### config.mk
export PLATFORM = sky130hd
export DESIGN_NAME = timer_top
export DESIGN_NICKNAME = d
export VERILOG_FILES = /design/src/rtl/apb_pkg.sv /design/src/rtl/timer_pkg.sv /design/src/rtl/timer_top.sv /design/src/rtl/timer_irq.sv /design/src/rtl/timer_regs.sv /design/src/rtl/edge_timer_channel.sv
export SDC_FILE = /design/constraint.sdc
export NUM_CORES = 1
export LEC_CHECK = 0
export CAP_MARGIN = 40
export CORE_MARGIN = 4
export CORE_UTILIZATION = 60
export DETAILED_ROUTE_END_ITERATION = 8
export DONT_BUFFER_PORTS = 1
export GPL_TIMING_DRIVEN = 0
export PLACE_DENSITY = 0.75
export SYNTH_ARGS = -nofsm -noshare
export SYNTH_HDL_FRONTEND = slang
export SYNTH_SLANG_ARGS = --single-unit
### constraint.sdc
create_clock -name clk -period 5.9 [get_ports clk]
set_input_delay 0.295 -clock clk [delete_from_list [all_inputs] [get_ports clk]]
set_output_delay 0.295 -clock clk [all_outputs]
set_load 0.005 [all_outputs]
### src/rtl/apb_pkg.sv
// APB3-style bus with a 12-bit address and 32-bit data; the slave never inserts wait states
package apb_pkg;

    typedef logic [11:0] addr_t;

    typedef struct packed {
        logic        psel;
        logic        penable;
        logic        pwrite;
        addr_t       paddr;
        logic [31:0] pwdata;
    } apb_req_t;

    typedef struct packed {
        logic [31:0] prdata;
        logic        pready;
        logic        pslverr;
    } apb_rsp_t;

    // global registers
    localparam addr_t reg_irq_en   = 12'h000;
    localparam addr_t reg_irq_pend = 12'h004;
    localparam addr_t reg_status   = 12'h008;

    // each channel owns a block of reg_ch_stride bytes starting at reg_ch_base
    localparam addr_t reg_ch_base   = 12'h010;
    localparam int    reg_ch_stride = 8;
    localparam addr_t reg_ctrl_off  = 12'h000;
    localparam addr_t reg_dur_off   = 12'h004;

    localparam int status_timeout_lsb = 16;
    localparam int ctrl_en_bit        = 0;
    localparam int ctrl_edge_bit      = 1;

endpackage

### src/rtl/timer_pkg.sv
// typedefs are sized by def_width and def_num_ch; timer_top must use NUM_CH equal to def_num_ch
package timer_pkg;

    // widest supported count and the channel count that sizes the mask vectors
    localparam int def_width  = 16;
    localparam int def_num_ch = 4;

    typedef logic [def_width-1:0] count_t;

    // one bit per channel, used for active, timeout, pending and enable
    typedef logic [def_num_ch-1:0] ch_mask_t;

    typedef enum logic {
        edge_falling = 1'b0,
        edge_rising  = 1'b1
    } edge_sel_t;

    // per-channel programming as it leaves the register block
    typedef struct packed {
        logic      enable;
        edge_sel_t edge_sel;
        count_t    duration;
    } ch_ctrl_t;

    typedef enum logic {
        st_idle     = 1'b0,
        st_counting = 1'b1
    } chan_state_t;

endpackage
### src/rtl/timer_top.sv
// NUM_CH must equal def_num_ch and WIDTH may not exceed def_width; APB never stalls
`timescale 1ns/1ps

module timer_top
    import timer_pkg::*;
    import apb_pkg::*;
#(
    parameter int WIDTH  = def_width,
    parameter int NUM_CH = def_num_ch
)(
    input  logic     clk,
    input  logic     reset_n,
    input  apb_req_t apb_req,
    output apb_rsp_t apb_rsp,
    input  ch_mask_t trigger,
    output ch_mask_t active,
    output logic     irq
);

    ch_ctrl_t ch_ctrl [NUM_CH];
    ch_mask_t timeout;
    ch_mask_t irq_en;
    ch_mask_t pending;
    ch_mask_t wdata_mask;
    logic     irq_en_we;
    logic     pend_clr_we;

    timer_regs #(
        .WIDTH  (WIDTH),
        .NUM_CH (NUM_CH)
    ) i_regs (
        .clk         (clk),
        .reset_n     (reset_n),
        .apb_req     (apb_req),
        .apb_rsp     (apb_rsp),
        .ch_ctrl     (ch_ctrl),
        .active      (active),
        .timeout     (timeout),
        .irq_en      (irq_en),
        .pending     (pending),
        .irq_en_we   (irq_en_we),
        .pend_clr_we (pend_clr_we),
        .wdata_mask  (wdata_mask)
    );

    timer_irq #(
        .NUM_CH (NUM_CH)
    ) i_irq (
        .clk         (clk),
        .reset_n     (reset_n),
        .timeout     (timeout),
        .irq_en_we   (irq_en_we),
        .pend_clr_we (pend_clr_we),
        .wdata_mask  (wdata_mask),
        .irq_en      (irq_en),
        .pending     (pending),
        .irq         (irq)
    );

    for (genvar i = 0; i < NUM_CH; i++) begin : g_ch
        edge_timer_channel #(
            .WIDTH (WIDTH)
        ) i_ch (
            .clk     (clk),
            .reset_n (reset_n),
            .trigger (trigger[i]),
            .ctrl    (ch_ctrl[i]),
            .active  (active[i]),
            .timeout (timeout[i])
        );
    end

endmodule

### src/rtl/timer_irq.sv
// pending bits set on timeout rising edges only; a set and a clear in one cycle leave the bit set
`timescale 1ns/1ps

module timer_irq
    import timer_pkg::*;
#(
    parameter int NUM_CH = def_num_ch
)(
    input  logic     clk,
    input  logic     reset_n,
    input  ch_mask_t timeout,
    input  logic     irq_en_we,
    input  logic     pend_clr_we,
    input  ch_mask_t wdata_mask,
    output ch_mask_t irq_en,
    output ch_mask_t pending,
    output logic     irq
);

    ch_mask_t          timeout_q;
    logic [NUM_CH-1:0] rise;
    logic [NUM_CH-1:0] clr;

    assign rise = timeout[NUM_CH-1:0] & ~timeout_q[NUM_CH-1:0];
    assign clr  = pend_clr_we ? wdata_mask[NUM_CH-1:0] : '0;

    always_ff @(posedge clk or negedge reset_n) begin
        if (!reset_n) begin
            timeout_q <= '0;
            irq_en    <= '0;
            pending   <= '0;
            irq       <= 1'b0;
        end else begin
            timeout_q <= timeout;
            if (irq_en_we) begin
                irq_en <= wdata_mask;
            end
            for (int i = 0; i < NUM_CH; i++) begin
                // a new timeout wins over a clear of the same bit
                if (rise[i]) begin
                    pending[i] <= 1'b1;
                end else if (clr[i]) begin
                    pending[i] <= 1'b0;
                end
            end
            // irq follows the pending bits with one cycle of latency
            irq <= |(pending & irq_en);
        end
    end

endmodule

### src/rtl/timer_regs.sv
// zero-wait APB slave; unaligned or unmapped addresses error, STATUS is read-only and ignores writes
`timescale 1ns/1ps

module timer_regs
    import timer_pkg::*;
    import apb_pkg::*;
#(
    parameter int WIDTH  = def_width,
    parameter int NUM_CH = def_num_ch
)(
    input  logic     clk,
    input  logic     reset_n,
    input  apb_req_t apb_req,
    output apb_rsp_t apb_rsp,
    output ch_ctrl_t ch_ctrl [NUM_CH],
    input  ch_mask_t active,
    input  ch_mask_t timeout,
    input  ch_mask_t irq_en,
    input  ch_mask_t pending,
    output logic     irq_en_we,
    output logic     pend_clr_we,
    output ch_mask_t wdata_mask
);

    logic              access;
    logic              wr_en;
    logic [NUM_CH-1:0] ctrl_hit;
    logic [NUM_CH-1:0] dur_hit;
    logic              global_hit;
    logic              mapped;
    logic [31:0]       rdata;

    function automatic addr_t ch_addr(input int ch, input addr_t off);
        ch_addr = addr_t'(reg_ch_base + ch * reg_ch_stride) + off;
    endfunction

    assign access = apb_req.psel & apb_req.penable;
    assign wr_en  = access & apb_req.pwrite;

    always_comb begin
        for (int i = 0; i < NUM_CH; i++) begin
            ctrl_hit[i] = (apb_req.paddr == ch_addr(i, reg_ctrl_off));
            dur_hit[i]  = (apb_req.paddr == ch_addr(i, reg_dur_off));
        end
    end

    assign global_hit = (apb_req.paddr == reg_irq_en) |
                        (apb_req.paddr == reg_irq_pend) |
                        (apb_req.paddr == reg_status);
    assign mapped     = global_hit | (|ctrl_hit) | (|dur_hit);

    // the enable and pending registers live in the interrupt block
    assign irq_en_we   = wr_en & (apb_req.paddr == reg_irq_en);
    assign pend_clr_we = wr_en & (apb_req.paddr == reg_irq_pend);
    assign wdata_mask  = apb_req.pwdata[NUM_CH-1:0];

    always_ff @(posedge clk or negedge reset_n) begin
        if (!reset_n) begin
            for (int i = 0; i < NUM_CH; i++) begin
                ch_ctrl[i] <= '0;
            end
        end else begin
            for (int i = 0; i < NUM_CH; i++) begin
                if (wr_en && ctrl_hit[i]) begin
                    ch_ctrl[i].enable   <= apb_req.pwdata[ctrl_en_bit];
                    ch_ctrl[i].edge_sel <= edge_sel_t'(apb_req.pwdata[ctrl_edge_bit]);
                end
                if (wr_en && dur_hit[i]) begin
                    ch_ctrl[i].duration <= count_t'(apb_req.pwdata[WIDTH-1:0]);
                end
            end
        end
    end

    always_comb begin
        rdata = '0;
        case (apb_req.paddr)
            reg_irq_en: begin
                rdata[NUM_CH-1:0] = irq_en;
            end
            reg_irq_pend: begin
                rdata[NUM_CH-1:0] = pending;
            end
            reg_status: begin
                rdata[NUM_CH-1:0]                    = active;
                rdata[status_timeout_lsb +: NUM_CH] = timeout;
            end
            default: begin
                rdata = '0;
            end
        endcase
        for (int i = 0; i < NUM_CH; i++) begin
            if (ctrl_hit[i]) begin
                rdata[ctrl_en_bit]   = ch_ctrl[i].enable;
                rdata[ctrl_edge_bit] = ch_ctrl[i].edge_sel;
            end
            if (dur_hit[i]) begin
                rdata[WIDTH-1:0] = ch_ctrl[i].duration[WIDTH-1:0];
            end
        end
    end

    // read data is driven for any selected read; unmapped addresses decode to zero above
    assign apb_rsp.prdata  = (apb_req.psel & ~apb_req.pwrite) ? rdata : '0;
    assign apb_rsp.pready  = 1'b1;
    assign apb_rsp.pslverr = access & ~mapped;

endmodule

### src/rtl/edge_timer_channel.sv
// trigger is asynchronous and idles low after reset; pulses shorter than two clocks may be missed
`timescale 1ns/1ps

module edge_timer_channel
    import timer_pkg::*;
#(
    parameter int WIDTH = def_width
)(
    input  logic     clk,
    input  logic     reset_n,
    input  logic     trigger,
    input  ch_ctrl_t ctrl,
    output logic     active,
    output logic     timeout
);

    logic        sync_q1;
    logic        sync_q2;
    logic        sync_prev;
    logic        edge_hit;
    logic        accept;
    chan_state_t state_q;
    count_t      count_q;
    count_t      count_d;
    count_t      dur;
    count_t      limit_m1;
    logic        done_q;

    // two flops for metastability, the third holds the previous sample for edge detection
    always_ff @(posedge clk or negedge reset_n) begin
        if (!reset_n) begin
            sync_q1   <= 1'b0;
            sync_q2   <= 1'b0;
            sync_prev <= 1'b0;
        end else begin
            sync_q1   <= trigger;
            sync_q2   <= sync_q1;
            sync_prev <= sync_q2;
        end
    end

    assign edge_hit = (ctrl.edge_sel == edge_rising) ? (sync_q2 & ~sync_prev)
                                                     : (~sync_q2 & sync_prev);
    assign accept   = ctrl.enable & edge_hit;

    // only the low WIDTH bits of the programmed duration take part in the count
    assign dur      = count_t'(ctrl.duration[WIDTH-1:0]);
    assign limit_m1 = (dur == '0) ? '0 : dur - 1'b1;

    always_comb begin
        if (accept) begin
            count_d = '0;
        end else if (state_q == st_counting) begin
            count_d = count_q + 1'b1;
        end else begin
            count_d = count_q;
        end
    end

    // done_q is evaluated on the value the counter is about to take, so the end-of-count
    // decision is ready at the start of the last active cycle
    always_ff @(posedge clk or negedge reset_n) begin
        if (!reset_n) begin
            state_q <= st_idle;
            count_q <= '0;
            done_q  <= 1'b0;
            timeout <= 1'b0;
        end else begin
            count_q <= count_d;
            done_q  <= (count_d >= limit_m1);
            case (state_q)
                st_idle: begin
                    if (accept) begin
                        state_q <= st_counting;
                        timeout <= 1'b0;
                    end
                end
                st_counting: begin
                    if (accept) begin
                        // a retrigger restarts the count and keeps the channel busy
                        timeout <= 1'b0;
                    end else if (!ctrl.enable) begin
                        state_q <= st_idle;
                    end else if (done_q) begin
                        state_q <= st_idle;
                        timeout <= 1'b1;
                    end
                end
                default: begin
                    state_q <= st_idle;
                end
            endcase
        end
    end

    // clearing enable drops the output in the same cycle, the FSM follows a cycle later
    assign active = (state_q == st_counting) & ctrl.enable;

endmodule

==> reports/results.tsv <==
stage	metric	value	unit
clock_network	insertion_delay	440	ps
routing	first_pass_iters	6	
min_path	min_path_type	input pin to register	
sta	worst_pin_slew	863.9	ps
synth	ys_warn_count	0	
place	place_ws	2731	ps
critical_path	worstPathArrival	3540	ps
clock_network	numCtsBuffers	17	
global_routing	grt_pass1_wl	43.22	mm
critical_path	cpMaxStageDelayCell	nor3b_1	
routing	vias_per_cell	6.084	
synth	synth_edf_count	0	
floorplan	die_x	143.9	um
global_routing	antenna_found_initial	1	
floorplan	die_height	143.9	um
critical_path	crit_type	register to register	
floorplan	coreArea	18090	um2
routing	drt_wl_total	26.75	mm
critical_path	path_common_cell	a21o_1	
finish	fin_util	68.29	%
sta	min_period_over_period	54.42	%
floorplan	io_pins	92	
critical_path	cp-start-kind	register	
clock_network	cts_tree	done	
routing	wl_per_cell	19.05	um
sta	final.setup.tns	0	ps
place	dp_hpwl	19.26	mm
routing	route.detailed.drc	0	
global_routing	grt_pass1_vias	8352	
routing	antenna_left	0	
routing	num_vias	8542	
flow_run	maxCapViolCount	0	
finish	fin_nets	1292	
place	port_buffers	0	
sta	holdWs	8.668	ps
critical_path	cp_top_family	simple AND/OR/NAND/NOR gates	
synth	synth_top_cell_area_share	39.07	%
sta	fmax	0.3115	GHz
global_routing	gr-total-overflow	0	
clock_network	clockRootBuffer	clkbuf_16	
critical_path	crit_chain	nor3_1 -> nor3b_1 -> nand3_1 -> clkbuf_1 -> nand2_1 -> ha_1 -> a21o_1 -> a21o_1 -> a21oi_1 -> o21ai_0 -> a21o_1	
clock_network	cts.sinks	173	
power_and_ir_drop	leakage	6.121	nW
critical_path	critPathMaxStageDelay	490	ps
floorplan	floorplan.rows	49	
clock_network	h-tree-depth	4	
synth	synth_area_leaders	dfrtp_1, ha_1, xor2_1	
sta	hold_viol	0	
synth	yosysTopAreaCell	dfrtp_1	
sta	rsz0062_at_grt	no	
floorplan	dieArea	20710	um2
global_routing	grt_max_degree	174	
routing	drt_iter0_drc	670	
critical_path	worstPathMaxFanout	10	
sta	slew_violations	0	
synth	synth_cell_types	70	
critical_path	crit_buf_inv	1	
status	outcome	finished, final reports clean	
synth	synthesis.area	11080	um2
global_routing	gr-usage-all-layers	26.72	%
sta	setup_viol	0	
synth	syn-instance-count	1098	
synth	ys_seq_area_share	39.07	%
synth	synth.avg_cell_area	10.09	um2
finish	syn_to_final_growth	11.46	%
clock_network	cts.reportedPaths.clkPinSlew	70	ps
synth	ys.flop_type	dfrtp_1	
clock_network	clock_path_buffers	2	
finish	drive_gt1_share	14.81	%
sta	period_needed	3211	ps
sta	worst_slack	2689	ps
power_and_ir_drop	p_per_area	199.9	nW/um2
power_and_ir_drop	ir_drop	214.7	uV
critical_path	crit_required	6230	ps
sta	maxSlewHeadroom	42.41	%
synth	synth-async-reset-ratio	100.0	%
power_and_ir_drop	power	0.002469	W
floorplan	initial_core_util	61.27	%
finish	diodes	0	
critical_path	worst_setup_path_end_kind	register	
synth	synth-seq-cells	173	
place	gp_congestion	0.9481	
sta	clock_skew	7.167	ps
final cells by class:
cell class	instances	area, um2
Fill cell	1433	5736
Tap cell	229	286.5
Clock buffer	17	425.4
Timing Repair Buffer	35	367.9
Buffer	50	300.3
Inverter	27	101.3
Sequential cell	173	4329
Clock inverter	14	148.9
Multi-Input combinational cell	859	6391
cell families after synthesis:
kind of cell    count (synthesis)  synth area share, %
buf+inv                        77                3.625
compound gates                147                8.921
flops                         173                39.07
other cells                     2              0.06778
xor+xnor                      103                8.141
fa+ha+maj                      76                8.582
simple gates                  419                20.11
mux                           101                11.48
synthesized netlist by cell type, types with 4 or more instances:
cell and count:
a2111o_1 4, a211oi_1 6, a21o_1 28, a21oi_1 34, a22o_1 5, a22oi_1 14, a31oi_1 10, and2_1 16
and3_1 15, and4_1 9, buf_2 9, buf_4 17, buf_6 5, clkbuf_1 17, dfrtp_1 173, ha_1 76
inv_1 27, mux2_2 49, mux2_4 40, mux2i_1 12, nand2_1 111, nand2b_1 19, nand3_1 30, nand3b_1 5
nand4_1 27, nor2_1 106, nor2b_1 7, nor3_1 23, nor3b_1 4, nor4_1 8, o21ai_0 24, or4_1 8
xnor2_1 34, xor2_1 69
flip-flops by register name, indices dropped and copies added (netlist names):
| name | cells |
|---|---|
| g_ch.i_ch.count_q | 64 |
| g_ch.i_ch.sync_q2 | 4 |
| g_ch.i_ch.sync_q1 | 4 |
| i_irq.irq_en | 4 |
| i_irq.irq | 1 |
| i_irq.pending | 4 |
| g_ch.i_ch.sync_prev | 4 |
| g_ch.i_ch.state_q | 4 |
| g_ch.i_ch.done_q | 4 |
| i_regs.ch_ctrl | 72 |
| g_ch.i_ch.timeout | 4 |
| i_irq.timeout_q | 4 |
power breakdown:
part           leakage, nW  total (W)  internal [W]  switching, W
sequential            2.37    0.00121       0.00120    0.00000839
combinational         3.47   0.000138     0.0000544     0.0000835
clock                0.277    0.00113      0.000597      0.000529
total                 6.12    0.00247       0.00185      0.000621
final timing paths:
path                       cells after the start                                 to  slack, ps                      startpoint
hold reg to reg                                0     g_ch[1].i_ch.sync_q2$_DFF_PN0_        350  g_ch[1].i_ch.sync_q1$_DFF_PN0_
setup / recovery                              11      g_ch[2].i_ch.done_q$_DFF_PN0_       2690  i_regs.ch_ctrl[29]$_DFFE_PN0P_
hold / removal                                 1      i_regs.ch_ctrl[5]$_DFFE_PN0P_          9                      apb_req[5]
setup reg to reg                              11      g_ch[2].i_ch.done_q$_DFF_PN0_       2690  i_regs.ch_ctrl[29]$_DFFE_PN0P_
max in group asynchronous                      2  g_ch[2].i_ch.count_q[7]$_DFF_PN0_       4720                         reset_n
min in group asynchronous                      2     g_ch[3].i_ch.sync_q2$_DFF_PN0_        520                         reset_n
metal layers:
metal / share of wire (%) / vias to the layer above / GRT usage, %
li1: - / 4024 / -
met1: 45 / 4171 / 38.92
met2: 44 / 301 / 40.13
met3: 8.4 / 44 / 6.389
met4: 2.0 / 2 / 7.185
met5: 0.049 / - / 0
placed cells by master (no fill, tap or decap), types with 4 or more instances in the layout:
cell,n
dfrtp_1,173
nand2_1,111
nor2_1,106
ha_1,76
xor2_1,69
mux2_2,49
mux2_4,40
xnor2_1,34
a21oi_1,34
dlygate4sd3_1,34
nand3_1,30
a21o_1,28
inv_1,27
nand4_1,27
o21ai_0,24
nor3_1,23
nand2b_1,19
clkbuf_1,17
buf_4,17
clkbuf_16,17
and2_1,16
and3_1,15
a22oi_1,14
conb_1,13
mux2i_1,12
a31oi_1,10
and4_1,9
buf_2,9
or4_1,8
nor4_1,8
nor2b_1,7
a211oi_1,6
inv_6,6
nand3b_1,5
buf_6,5
a22o_1,5
nor3b_1,4
a2111o_1,4
worst reg2reg max path, stage by stage (launching register included):
cell and delay (ps):
dfrtp_1 470, nor3_1 340, nor3b_1 490, nand3_1 330
clkbuf_1 290, nand2_1 110, ha_1 240, a21o_1 180
a21o_1 170, a21oi_1 140, o21ai_0 150, a21o_1 190
through the flow:
step	area [um2]	cells
after floorplan	11120	1109
after detailed placement	11410	1338
final	12350	1404
after global placement	11410	1338
after global routing	12350	1404
after CTS	12260	1395
repair_timing:
item | 4_1_cts | 5_1_grt
gates resized for setup | 0 | 0
hold buffers | 26 | 9
hold endpoints to repair | 213 | 9
buffers inserted | 0 | 0
No activity file was read; power rests on OpenSTA's default activity.
